`config.mk`:
```
export PLATFORM = sky130hd
export DESIGN_NAME = obuf_bias_sel
export DESIGN_NICKNAME = d
export VERILOG_FILES = /design/src/obuf_bias_pkg.sv /design/src/tile_repeat_fifo.sv /design/src/tile_repeat_tracker.sv /design/src/bias_addr_history.sv /design/src/layer_counter.sv /design/src/bias_sel_fsm.sv /design/src/obuf_bias_sel.sv
export SDC_FILE = /design/constraint.sdc
export NUM_CORES = 1
export LEC_CHECK = 0
export ABC_AREA = 1
export BUFFER_PORTS_ARGS = -buffer_cell sky130_fd_sc_hd__clkbuf_2
export CAP_MARGIN = 20
export CELL_PAD_IN_SITES_DETAIL_PLACEMENT = 1
export CELL_PAD_IN_SITES_GLOBAL_PLACEMENT = 2
export CORE_MARGIN = 8
export CORE_UTILIZATION = 40
export DETAILED_ROUTE_END_ITERATION = 16
export HOLD_SLACK_MARGIN = 0.12
export PLACE_DENSITY = 0.91
export SETUP_SLACK_MARGIN = 0.5
export SKIP_CTS_REPAIR_TIMING = 1
export SYNTH_ARGS = -nofsm -noshare
export SYNTH_HDL_FRONTEND = slang
export SYNTH_SLANG_ARGS = --single-unit
```
`constraint.sdc`:
```
create_clock -name clk -period 3.1 [get_ports clk]
set_input_delay 0.31 -clock clk [delete_from_list [all_inputs] [get_ports clk]]
set_output_delay 0.31 -clock clk [all_outputs]
set_load 0.05 [all_outputs]
```
`src/obuf_bias_pkg.sv`:
```
// ====================================================================
// obuf bias select package
// widths, table depth, seed address and the accumulator seed source
// ====================================================================

package obuf_bias_pkg;

  // ====================================================================
  // address widths
  // ====================================================================

  // output tile base address
  localparam int TILE_ADDR_W = 42;
  // output buffer load address
  localparam int OBUF_ADDR_W = 8;
  // bias buffer load address
  localparam int BBUF_ADDR_W = 8;

  // loop id carried with each loop-iteration config
  localparam int LOOP_ID_W = 5;
  // layer count, wide enough for a whole program
  localparam int LAYER_W = 8;

  // ====================================================================
  // bias address history
  // ====================================================================

  localparam int HIST_DEPTH = 32;
  localparam int HIST_PTR_W = 5;

  // entry 0 after reset or a round clear
  localparam logic [BBUF_ADDR_W-1:0] HIST_SEED_ADDR = 8'd20;

  // tile-repeat flag queue
  localparam int REPEAT_FIFO_DEPTH = 4;

  // ====================================================================
  // accumulator seed source
  // ====================================================================

  typedef enum logic {
    // seed from bias buffer
    SEL_BIAS = 1'b0,
    // seed from partial sums in the output buffer
    SEL_OBUF = 1'b1
  } sel_src_e;

endpackage

```
`src/tile_repeat_fifo.sv`:
```
// ====================================================================
// tile repeat fifo
// small synchronous circular buffer with a registered read port
// ====================================================================
`timescale 1ns/1ns

module tile_repeat_fifo #(
  parameter int data_w = 1,
  parameter int depth  = 4
) (
  input  logic              clk,
  input  logic              reset,
  input  logic              push,
  input  logic [data_w-1:0] push_data,
  input  logic              pop,
  output logic [data_w-1:0] pop_data,
  output logic              empty,
  output logic              full
);

  logic [data_w-1:0]          mem [depth];
  logic [$clog2(depth)-1:0]   wr_ptr;
  logic [$clog2(depth)-1:0]   rd_ptr;
  logic [$clog2(depth+1)-1:0] count;
  logic                       push_ok;
  logic                       pop_ok;

  // a push into a full buffer is dropped
  assign push_ok = push && !full;
  assign pop_ok  = pop && !empty;

  assign empty = (count == 0);
  assign full  = (count == depth);

  // storage, no reset
  always_ff @(posedge clk) begin
    if (push_ok) begin
      mem[wr_ptr] <= push_data;
    end
  end

  // pointers wrap at depth, any depth works
  always_ff @(posedge clk) begin
    if (reset) begin
      wr_ptr <= '0;
      rd_ptr <= '0;
    end else begin
      if (push_ok) begin
        wr_ptr <= (wr_ptr == depth - 1) ? '0 : wr_ptr + 1'b1;
      end
      if (pop_ok) begin
        rd_ptr <= (rd_ptr == depth - 1) ? '0 : rd_ptr + 1'b1;
      end
    end
  end

  // occupancy
  always_ff @(posedge clk) begin
    if (reset) begin
      count <= '0;
    end else begin
      case ({push_ok, pop_ok})
        2'b10:   count <= count + 1'b1;
        2'b01:   count <= count - 1'b1;
        default: count <= count;
      endcase
    end
  end

  // read data held until the next pop
  always_ff @(posedge clk) begin
    if (reset) begin
      pop_data <= '0;
    end else if (pop_ok) begin
      pop_data <= mem[rd_ptr];
    end
  end

endmodule

```
`src/tile_repeat_tracker.sv`:
```
// ====================================================================
// tile repeat tracker
// queues one repeat flag per output tile, pops one per compute done
// ====================================================================
`timescale 1ns/1ns

module tile_repeat_tracker import obuf_bias_pkg::*; (
  input  logic                   clk,
  input  logic                   reset,
  input  logic                   compute_done,
  input  logic                   i_decoder_done,
  input  logic                   cfg_loop_iter_v,
  input  logic [TILE_ADDR_W-1:0] obuf_tile_base_addr,
  input  logic                   obuf_tile_base_addr_v,
  output logic                   tile_repeat,
  output logic                   pop_valid
);

  logic [TILE_ADDR_W-1:0] last_tile_base;
  logic                   flag_push;
  logic                   flag_data;
  logic                   flag_pop;
  logic                   fifo_empty;

  // ====================================================================
  // last tile base
  // ====================================================================

  // zero marks "no previous tile" in this program or loop config
  always_ff @(posedge clk) begin
    if (reset) begin
      last_tile_base <= '0;
    end else if (i_decoder_done || cfg_loop_iter_v) begin
      last_tile_base <= '0;
    end else if (obuf_tile_base_addr_v) begin
      last_tile_base <= obuf_tile_base_addr;
    end
  end

  // first tile after a clear queues nothing
  assign flag_push = obuf_tile_base_addr_v && (last_tile_base != '0);
  // same base again means partial sums can be reused
  assign flag_data = (obuf_tile_base_addr == last_tile_base);

  // ====================================================================
  // flag queue
  // ====================================================================

  assign flag_pop = compute_done && !fifo_empty;

  tile_repeat_fifo #(
    .data_w (1),
    .depth  (REPEAT_FIFO_DEPTH)
  ) u_repeat_fifo (
    .clk       (clk),
    .reset     (reset),
    .push      (flag_push),
    .push_data (flag_data),
    .pop       (flag_pop),
    .pop_data  (tile_repeat),
    .empty     (fifo_empty),
    .full      ()
  );

  // marks the cycle tile_repeat is looked at, even on an empty pop
  always_ff @(posedge clk) begin
    if (reset) begin
      pop_valid <= 1'b0;
    end else begin
      pop_valid <= compute_done;
    end
  end

endmodule

```
`src/bias_addr_history.sv`:
```
// ====================================================================
// bias address history
// records bias load addresses of a round, matches output load addresses
// ====================================================================
`timescale 1ns/1ns

module bias_addr_history import obuf_bias_pkg::*; (
  input  logic                   clk,
  input  logic                   reset,
  input  logic                   i_decoder_done,
  input  logic                   cfg_loop_iter_v,
  input  logic                   round_clear,
  input  logic [BBUF_ADDR_W-1:0] bias_ld_addr,
  input  logic                   base_loop_enter,
  input  logic [OBUF_ADDR_W-1:0] obuf_ld_addr,
  input  logic                   obuf_ld_addr_v,
  output logic                   record_req,
  output logic                   addr_hit,
  output logic                   late_hit
);

  logic [BBUF_ADDR_W-1:0] last_bias_addr;
  logic                   base_loop_enter_d;
  logic                   fresh_round;
  logic                   new_bias_addr;
  logic [HIST_PTR_W-1:0]  wr_ptr;
  logic [HIST_PTR_W-1:0]  rd_ptr;
  logic [BBUF_ADDR_W-1:0] addr_table [HIST_DEPTH];
  logic [BBUF_ADDR_W-1:0] newest_addr;
  logic                   record_req_d;
  logic [OBUF_ADDR_W-1:0] obuf_ld_addr_d;

  // ====================================================================
  // round tracking
  // ====================================================================

  // bias address sampled every cycle
  always_ff @(posedge clk) begin
    if (reset) begin
      last_bias_addr <= '0;
    end else if (i_decoder_done || cfg_loop_iter_v) begin
      last_bias_addr <= '0;
    end else begin
      last_bias_addr <= bias_ld_addr;
    end
  end

  always_ff @(posedge clk) begin
    if (reset) begin
      base_loop_enter_d <= 1'b0;
    end else begin
      base_loop_enter_d <= base_loop_enter;
    end
  end

  assign new_bias_addr = (bias_ld_addr != last_bias_addr);

  // armed by a new round or a moving bias address, spent by a record
  always_ff @(posedge clk) begin
    if (reset) begin
      fresh_round <= 1'b0;
    end else if (round_clear || new_bias_addr) begin
      fresh_round <= 1'b1;
    end else if (record_req) begin
      fresh_round <= 1'b0;
    end
  end

  // bias address lines up with the next free slot
  assign record_req = fresh_round && base_loop_enter_d &&
                      ({{(BBUF_ADDR_W - HIST_PTR_W){1'b0}}, wr_ptr} == bias_ld_addr);

  // ====================================================================
  // address table
  // ====================================================================

  always_ff @(posedge clk) begin
    if (reset) begin
      wr_ptr <= '0;
    end else if (round_clear) begin
      wr_ptr <= '0;
    end else if (record_req) begin
      wr_ptr <= wr_ptr + 1'b1;
    end
  end

  // newest entry, slot 0 while nothing recorded
  assign rd_ptr = (wr_ptr == '0) ? '0 : wr_ptr - 1'b1;

  // only entry 0 is seeded, the rest is written before it is read
  always_ff @(posedge clk) begin
    if (reset) begin
      addr_table[0] <= HIST_SEED_ADDR;
    end else if (round_clear) begin
      addr_table[0] <= HIST_SEED_ADDR;
    end else if (record_req) begin
      addr_table[wr_ptr] <= bias_ld_addr;
    end
  end

  assign newest_addr = addr_table[rd_ptr];

  // ====================================================================
  // output load matching
  // ====================================================================

  // first or newest recorded address
  assign addr_hit = (obuf_ld_addr == addr_table[0]) || (obuf_ld_addr == newest_addr);

  always_ff @(posedge clk) begin
    if (reset) begin
      record_req_d   <= 1'b0;
      obuf_ld_addr_d <= '0;
    end else begin
      record_req_d   <= record_req;
      obuf_ld_addr_d <= obuf_ld_addr;
    end
  end

  // load address seen just as the record landed in the table
  assign late_hit = record_req_d && (obuf_ld_addr_d == newest_addr) && obuf_ld_addr_v;

endmodule

```
`src/layer_counter.sv`:
```
// ====================================================================
// layer counter
// counts outer-loop configs in a program and flags layer one
// ====================================================================
`timescale 1ns/1ns

module layer_counter import obuf_bias_pkg::*; (
  input  logic                 clk,
  input  logic                 reset,
  input  logic                 i_decoder_done,
  input  logic                 cfg_loop_iter_v,
  input  logic [LOOP_ID_W-1:0] cfg_loop_iter_loop_id,
  output logic                 layer_one
);

  logic [LAYER_W-1:0] layer_count;
  logic               outer_cfg;

  // loop id 0 opens a new layer
  assign outer_cfg = cfg_loop_iter_v && (cfg_loop_iter_loop_id == '0);

  // increment wins over the program-end clear
  always_ff @(posedge clk) begin
    if (reset) begin
      layer_count <= '0;
    end else if (outer_cfg) begin
      layer_count <= layer_count + 1'b1;
    end else if (i_decoder_done) begin
      layer_count <= '0;
    end
  end

  // first layer has no partial sums to reuse
  assign layer_one = (layer_count == LAYER_W'(1));

endmodule

```
`src/bias_sel_fsm.sv`:
```
// ====================================================================
// bias select controller
// select state and skip flag, drives the accumulator seed source
// ====================================================================
`timescale 1ns/1ns

module bias_sel_fsm import obuf_bias_pkg::*; (
  input  logic     clk,
  input  logic     reset,
  input  logic     tile_repeat,
  input  logic     pop_valid,
  input  logic     record_req,
  input  logic     addr_hit,
  input  logic     late_hit,
  input  logic     obuf_ld_addr_v,
  input  logic     layer_one,
  input  logic     cfg_loop_iter_v,
  output logic     round_clear,
  output sel_src_e obuf_bias_sel_out
);

  sel_src_e sel_state;
  logic     skip;
  logic     block_end;

  // ====================================================================
  // block end and round clear
  // ====================================================================

  // popped flag says new tile, so a new accumulation block starts
  assign block_end   = pop_valid && !tile_repeat;
  assign round_clear = block_end || cfg_loop_iter_v;

  // ====================================================================
  // skip flag
  // ====================================================================

  // one-shot after a record, cleared by a valid matching load
  always_ff @(posedge clk) begin
    if (reset) begin
      skip <= 1'b0;
    end else if (obuf_ld_addr_v && (addr_hit || late_hit)) begin
      skip <= 1'b0;
    end else if (record_req) begin
      skip <= 1'b1;
    end
  end

  // ====================================================================
  // select state
  // ====================================================================

  // priority: clear/record, then popped flag, then address hit
  always_ff @(posedge clk) begin
    if (reset) begin
      sel_state <= SEL_BIAS;
    end else if (round_clear || record_req) begin
      sel_state <= SEL_BIAS;
    end else if (pop_valid) begin
      // repeat flag maps straight onto the seed source
      sel_state <= sel_src_e'(tile_repeat);
    end else if (addr_hit && !skip) begin
      sel_state <= SEL_OBUF;
    end
  end

  // layer one always seeds from bias
  assign obuf_bias_sel_out = layer_one ? SEL_BIAS : sel_state;

endmodule

```
`src/obuf_bias_sel.sv`:
```
// ====================================================================
// obuf bias select top
// chooses bias or output buffer as the accumulator seed, per cycle
// ====================================================================
`timescale 1ns/1ns

module obuf_bias_sel import obuf_bias_pkg::*; (
  input  logic                   clk,
  input  logic                   reset,
  input  logic                   compute_done,
  input  logic                   i_decoder_done,
  input  logic                   cfg_loop_iter_v,
  input  logic [LOOP_ID_W-1:0]   cfg_loop_iter_loop_id,
  input  logic [TILE_ADDR_W-1:0] obuf_tile_base_addr,
  input  logic                   obuf_tile_base_addr_v,
  input  logic [BBUF_ADDR_W-1:0] bias_ld_addr,
  input  logic                   base_loop_enter,
  input  logic [OBUF_ADDR_W-1:0] obuf_ld_addr,
  input  logic                   obuf_ld_addr_v,
  output sel_src_e               obuf_bias_sel_out
);

  // tracker to controller
  logic tile_repeat;
  logic pop_valid;
  // history to controller
  logic record_req;
  logic addr_hit;
  logic late_hit;
  // controller to history
  logic round_clear;
  logic layer_one;

  // tile repeat flags, one per tile base
  tile_repeat_tracker u_tracker (
    .clk                   (clk),
    .reset                 (reset),
    .compute_done          (compute_done),
    .i_decoder_done        (i_decoder_done),
    .cfg_loop_iter_v       (cfg_loop_iter_v),
    .obuf_tile_base_addr   (obuf_tile_base_addr),
    .obuf_tile_base_addr_v (obuf_tile_base_addr_v),
    .tile_repeat           (tile_repeat),
    .pop_valid             (pop_valid)
  );

  layer_counter u_layer_counter (
    .clk                   (clk),
    .reset                 (reset),
    .i_decoder_done        (i_decoder_done),
    .cfg_loop_iter_v       (cfg_loop_iter_v),
    .cfg_loop_iter_loop_id (cfg_loop_iter_loop_id),
    .layer_one             (layer_one)
  );

  // bias address table and load matching
  bias_addr_history u_history (
    .clk             (clk),
    .reset           (reset),
    .i_decoder_done  (i_decoder_done),
    .cfg_loop_iter_v (cfg_loop_iter_v),
    .round_clear     (round_clear),
    .bias_ld_addr    (bias_ld_addr),
    .base_loop_enter (base_loop_enter),
    .obuf_ld_addr    (obuf_ld_addr),
    .obuf_ld_addr_v  (obuf_ld_addr_v),
    .record_req      (record_req),
    .addr_hit        (addr_hit),
    .late_hit        (late_hit)
  );

  bias_sel_fsm u_sel_fsm (
    .clk               (clk),
    .reset             (reset),
    .tile_repeat       (tile_repeat),
    .pop_valid         (pop_valid),
    .record_req        (record_req),
    .addr_hit          (addr_hit),
    .late_hit          (late_hit),
    .obuf_ld_addr_v    (obuf_ld_addr_v),
    .layer_one         (layer_one),
    .cfg_loop_iter_v   (cfg_loop_iter_v),
    .round_clear       (round_clear),
    .obuf_bias_sel_out (obuf_bias_sel_out)
  );

endmodule

```
==> flow_summary.ini, run 1 <==
[timing]
hold_viol = 0
fmax_ghz = 0.382
period_minus_slack_ps = 2620
rsz0062_at_grt = yes
timing.final.crit_share_pct = 84.4
slew_violations = 0
worst_pin_slew_ps = 581
setup_viol = 0
tns_ps = 0
skew_ps = 23.1
slew_headroom_pct = 61.3

[clocking]
cts_sinks = 345
ctsRootBufferMaster = clkbuf_16
clockBufferDepth = 3
cts_tree = yes
htreeDepth = 2
cts_buffers = 38
clkTransAtPathRegs_ps = 60
clkLatencyLatePin_ps = 540

[yosys]
synthArstFlopShare_pct = 0
synth-xor-area-share_pct = 2.90
synth-edff-count = 260
synth_flop_cell = edfxtp_1
synth_top_family_by_area = simple AND/OR/NAND/NOR gates
synth-seq-cells = 345
yosysWarnings = 0
synth-compound-area-share_pct = 3.96
synth_simple_gate_area_share_pct = 24.4
netlist_instances = 1510
synth_mux_area_share_pct = 0
synth-seq-area-share_pct = 62.9
syn_area_mm2 = 0.0151
synth.distinct_cells = 47
synth.avg_cell_area_um2 = 10.0
synth-adder-area-share_pct = 0.960

[global_route]
grt_pass1_vias = 12700
grt_max_degree = 86
grt-ovfl-total = 0
antenna_found_initial = 3
grt.total_usage_pct = 20.2
grt_pass1_wl_um = 70300

[pwr]
combPwrFrac_pct = 5.7
p_int_w = 0.00771
total_power_w = 0.00997
power_density_mw_per_mm2 = 503
p_clk_share_pct = 43.7
ir_drop_mv = 0.392
p_sw_w = 0.00226
leakage_nw = 8.00
swShare_pct = 22.7
pwr-share-seq_pct = 50.5

[route]
drc = 0
vias = 12800
avgRoutedWirePerCell_um = 22.4
ant_nets = 0
drtPass1Iterations = 5
drt_iter0_markers = 996
vias_per_cell = 5.40
wl_um = 53100

[layout]
drive_gt1_share_pct = 19.7
final_cell_area_mm2 = 0.0198
nets = 1912
area_growth_pct = 31.1
n_fill_cell = 4144
insertedDiodeCount = 0

[die]
rows = 71
dieArea_mm2 = 0.0443
chipHeight_um = 210
fp.dieW_um = 210
start_util_pct = 40.3
core_area_mm2 = 0.0375
io-pin-count = 72

[outcome]
outcome = complete, no violations

[placement]
port-buffer-count = 71
gp_congestion = 0.853
dp_hpwl_um = 31700
place_area_mm2 = 0.0169

[setup_path]
crit_arrival_ps = 3050
reg2reg_setup_slack_ps = 480
path_max_fanout = 6
endpoint_kind = flop
critPathRequiredTime_ps = 3530
crit_type = flop to flop
critPathLaunchType = flop

[job]
max-cap-violations = 0

[hold_path]
hold_path.class = input port to flop
-- layer usage --
| layer | routed length [um] | up-vias | GRT usage (%) | part of all wire, % |
|---|---|---|---|---|
| met5 | 34 | - | 0 | 0.064 |
| met4 | 2150 | 6 | 6.56 | 4.1 |
| met3 | 3380 | 145 | 3.40 | 6.4 |
| met2 | 27200 | 515 | 36.1 | 51 |
| met1 | 20300 | 6376 | 24.5 | 38 |
| li1 | - | 5768 | - | - |
-- synthesized netlist by cell type, types with 2 or more instances --
cell type	instances	area (um2)
nand2_1	379	1420
nand3_1	305	1530
edfxtp_1	260	7810
nor2_1	100	375
dfxtp_1	85	1700
inv_1	76	285
a21oi_1	60	300
xnor2_1	29	254
clkbuf_1	27	101
buf_2	23	115
xor2_1	21	184
o21ai_0	19	95.1
nor4_1	15	93.8
nand4_1	14	87.6
buf_6	12	135
ha_1	10	125
buf_4	8	60.1
nor3_1	8	40.0
inv_2	6	22.5
buf_1	5	18.8
o22ai_1	4	25.0
or2_2	4	25.0
a211oi_1	3	22.5
a31oi_1	3	18.8
nand2_2	3	18.8
nor3b_1	3	22.5
a2111oi_0	2	17.5
a21boi_0	2	15.0
a221oi_1	2	17.5
a41oi_1	2	17.5
nand3b_1	2	15.0
o211ai_1	2	15.0
or4_1	2	15.0
-- final cells by class --
class                   instances  area, um2  share of cell area [%]
clock inverters                21        163                   0.821
well taps                     511        639                    3.23
clock buffers                  49       1010                    5.11
inverters                      83        364                    1.84
multi-input cells            1103       5740                    29.0
repair buffers                259       2390                    12.0
flip-flops and latches        345       9520                    48.0
-- stage by stage --
| stage | hold slack, ps | instances | setup WS [ps] | utilization (%) |
|---|---|---|---|---|
| 3_5_place_dp | 466 | 2207 | 211 | 45.0 |
| 4_1_cts | -24.8 | 2277 | 196 | 48.2 |
| 2_1_floorplan | 383 | 1605 | 529 | - |
| 6_report | 92.7 | 2371 | 482 | 52.9 |
| 5_1_grt | 127 | 2371 | 315 | 52.9 |
| 3_3_place_gp | 459 | 2207 | 307 | 45.0 |
-- cell usage in the layout (no fill, tap or decap), types with 8 or more instances in the layout --
| cell | Yosys | layout |
|---|---|---|
| dfxtp_1 | 85 | 82 |
| nand2_1 | 379 | 368 |
| a21oi_1 | 60 | 59 |
| xor2_1 | 21 | 21 |
| nor3_1 | 8 | 8 |
| clkbuf_2 | 0 | 71 |
| nand3_2 | 1 | 47 |
| clkbuf_1 | 27 | 9 |
| o21ai_0 | 19 | 15 |
| nand3_1 | 305 | 254 |
| nor2_2 | 1 | 13 |
| clkinv_1 | 1 | 10 |
| inv_1 | 76 | 72 |
| ha_1 | 10 | 9 |
| conb_1 | 1 | 96 |
| nor4_1 | 15 | 9 |
| nor2_1 | 100 | 88 |
| nand2_2 | 3 | 10 |
| buf_12 | 0 | 10 |
| buf_6 | 12 | 14 |
| xnor2_1 | 29 | 29 |
| clkbuf_16 | 0 | 49 |
| dlygate4sd3_1 | 0 | 56 |
| buf_4 | 8 | 89 |
| nand4_1 | 14 | 14 |
| edfxtp_1 | 260 | 260 |
-- state kept, by name (all words and copies together), names as in the netlist, 2 cells and up --
register                        flops
u_history.obuf_ld_addr_d            8
u_tracker.u_repeat_fifo.wr_ptr      2
u_history.wr_ptr                    5
u_tracker.u_repeat_fifo.mem         4
u_history.addr_table              256
u_history.last_bias_addr            8
u_tracker.last_tile_base           42
u_layer_counter.layer_count         8
u_tracker.u_repeat_fifo.count       3
u_tracker.u_repeat_fifo.rd_ptr      2
-- logic make-up after synthesis --
kind of cell    count (synthesis)
other cells                     1
fa+ha+maj                      11
compound gates                106
simple gates                  839
flops                         345
xor+xnor                       50
buf+inv                       158
-- worst max-delay path, stage by stage, from the launching register on --
cell     delay [ps]
dfxtp_4         370
inv_8            80
ha_4            170
nand3_4         100
buf_12          150
nand2_8         130
buf_16          180
buf_6           130
nand2_1          60
nand3_1         120
nand3_1         110
nand3_1         140
nand3_1         130
nand2_1         130
nand2_1          60
nand2_1          50
inv_1            40
nand2_1          60
nor2_1           40
nand2_1          70
nand2_1          60
nand2_1          70
a21oi_2          50
-- power by group through the flow --
stage / Sequential, W / Clock (W) / Combinational [W]
6_report: 0.00504 / 0.00436 / 0.000573
5_1_grt: 0.00504 / 0.00459 / 0.000649
4_1_cts: 0.00504 / 0.00442 / 0.000491
3_5_place_dp: 0.00514 / 0 / 0.000487
3_3_place_gp: 0.00513 / 0 / 0.000464
2_1_floorplan: 0.00512 / 0 / 0.000309
-- worst paths after layout --
kind,start,endpoint,cells past startpoint
setup / recovery,u_history.wr_ptr[0]$_SDFFE_PP0P_,u_sel_fsm.sel_state$_SDFFE_PP0P_,22
hold / removal,obuf_tile_base_addr[12],u_tracker.last_tile_base[12]$_SDFFE_PP0P_,3
setup reg to reg,u_history.wr_ptr[0]$_SDFFE_PP0P_,u_sel_fsm.sel_state$_SDFFE_PP0P_,22
hold reg to reg,u_layer_counter.layer_count[7]$_SDFFE_PP0P_,u_layer_counter.layer_count[7]$_SDFFE_PP0P_,1
No activity file was read; power rests on OpenSTA's default activity.
==> inputs of run 2 (changes only) <==
Clock period 3.1 ns to 2.5 ns, I/O delays scaled along.
==> run 2 against run 1 <==
The flow now finishes with violations (negative setup slack). First-iteration DRC count decreased by 17%. Register-to-register slack got worse by 690 ps. Fmax decreased by 3.1%. Via count decreased by 1.2%. Clock skew increased by 4.2 ps. Global-route usage decreased by 0.095 points. Total power increased by 23%. Largest cell class unchanged.
==> flow_summary.ini, run 2 (synthesis results as in run 1) <==
[layout]
largestRegisters = u_history.addr_table x256, u_tracker.last_tile_base x42
nets = 1918
n_fill_cell = 4102
drive_gt1_share_pct = 23.9
stdcell_count = 2376
largest_reg_flops = 256
final_common_cell = nand2_1
largest_register = u_history.addr_table
final_cell_mix = 361 x nand2_1, 260 x edfxtp_1, 216 x nand3_1, 96 x conb_1
area_growth_pct = 35.9

[route]
avgRoutedWirePerCell_um = 21.7
vias_per_cell = 5.33
wl_um = 51500
ant_nets = 0
drt_iter0_markers = 828
drtPass1Iterations = 4
drc = 0
vias = 12700

[die]
start_util_pct = 40.3
rows = 71
core_area_mm2 = 0.0375
fp.dieW_um = 210
chipHeight_um = 210
dieArea_mm2 = 0.0443
io-pin-count = 72

[outcome]
violations = negative setup slack
outcome = finished, violations left

[timing]
period_minus_slack_ps = 2700
fmax_ghz = 0.370
hold_viol = 0
rsz0062_at_grt = yes
timing.final.crit_share_pct = 108
skew_ps = 27.3
worst_slack_ps = -203
slew_violations = 0
slew_headroom_pct = 61.9
worst_pin_slew_ps = 572
tns_ps = -345
setup_viol = 2

[placement]
place_inst = 2215
gp_congestion = 0.868
port-buffer-count = 71
dp_hpwl_um = 30800

[hold_path]
hold_path.class = input port to flop
hold_start = bias_ld_addr[2]

[setup_path]
path_delay_family = simple AND/OR/NAND/NOR gates
crit_path_frequent_cell = nand2_1
cp_slowest_stage_delay_ps = 350
crit_start = u_history.wr_ptr[2]$_SDFFE_PP0P_
crit_arrival_ps = 3180
crit_type = flop to flop
critPathRequiredTime_ps = 2980
rr_startpoint = u_history.wr_ptr[2]$_SDFFE_PP0P_
critPathLaunchType = flop
endpoint_kind = flop
cpMaxStageDelayCell = dfxtp_2
path_buf_inv = 4
path_max_fanout = 10
path_cells = buf_12 -> nor2_4 -> nand3_4 -> nand2_8 -> buf_6 -> buf_6 -> nand2_1 -> nand3_1 -> nand3_1 -> nand3_1 -> nand3_4 -> nand3_2 -> nand2_1 -> inv_1 -> nand2_1 -> nor2_1 -> nand2_1 -> nand2_1 -> nand2_1 -> a21oi_2

[global_route]
antenna_found_initial = 1
grt_max_degree = 51
grt-ovfl-total = 0
grt_pass1_vias = 13000
grt.total_usage_pct = 20.1
grt_pass1_wl_um = 70100

[clocking]
htreeDepth = 2
cts_sinks = 345
clkTransAtPathRegs_ps = 70
clockBufferDepth = 3
cts_tree = yes
clkLatencyLatePin_ps = 550
cts_buffers = 39
ctsRootBufferMaster = clkbuf_16

[pwr]
leakage_nw = 8.14
ir_drop_mv = 0.458
total_power_w = 0.0123
power_density_mw_per_mm2 = 599

[job]
max-cap-violations = 0
run 2: cell types whose count changed in the layout (fill, tap and decap cells not counted), moves of 5 or more:
cell / change
dfxtp_2: +6
nor2_1: -25
nor2_2: -9
nand2_2: +7
buf_12: +27
dfxtp_1: -5
nand3_1: -38
nor2_4: +34
nand3_2: +30
buf_4: -29
nand2_1: -7
nand3_4: +8
buf_6: +13
run 2: through the flow:
step                      instance area (um2)  util, %  setup WS [ps]  hold slack [ps]
final                                   20600     54.8           -203              133
after global routing                    20600     54.8           -314              148
after CTS                               18600     49.7           -213            -84.7
after detailed placement                17500     46.7           -152              466
after global placement                  17500     46.7          -22.5              451
after floorplan                         15700        -           6.01              323
run 2: layout make-up:
cell class | count | area (um2) | share of cell area, %
diodes | 1 | 2.50 | 0.0122
clock buffers | 49 | 1010 | 4.93
clock inverters | 20 | 128 | 0.621
inverters | 83 | 344 | 1.67
multi-input cells | 1102 | 6240 | 30.4
flip-flops and latches | 345 | 9520 | 46.3
well taps | 511 | 639 | 3.11
repair buffers | 264 | 2660 | 12.9
repair inverters | 1 | 8.76 | 0.0426
run 2: report_power, final:
part | internal (W) | switching [W]
Combinational | 0.000314 | 0.000443
Clock | 0.00298 | 0.00233
Sequential | 0.00619 | 0.0000605
run 2: worst min-delay path, cell delays in order:
cell and delay, ps:
clkbuf_2 110, inv_1 80, buf_4 130, nor2_1 50
run 2: final timing paths:
check	to	slack, ps	depth (start not counted)
worst max register to register	u_sel_fsm.sel_state$_SDFFE_PP0P_	-200	20
worst min register to register	u_layer_counter.layer_count[7]$_SDFFE_PP0P_	470	1
worst max-delay path	u_sel_fsm.sel_state$_SDFFE_PP0P_	-200	20
worst min-delay path	u_history.last_bias_addr[2]$_SDFF_PP0_	130	4
run 2: layer usage:
layer | GRT usage, % | up-vias | share of wire, %
met5 | 0 | - | 0
met4 | 7.92 | 0 | 3.4
met3 | 3.64 | 118 | 5.5
met2 | 35.0 | 397 | 52
met1 | 24.5 | 6352 | 39
li1 | - | 5794 | -
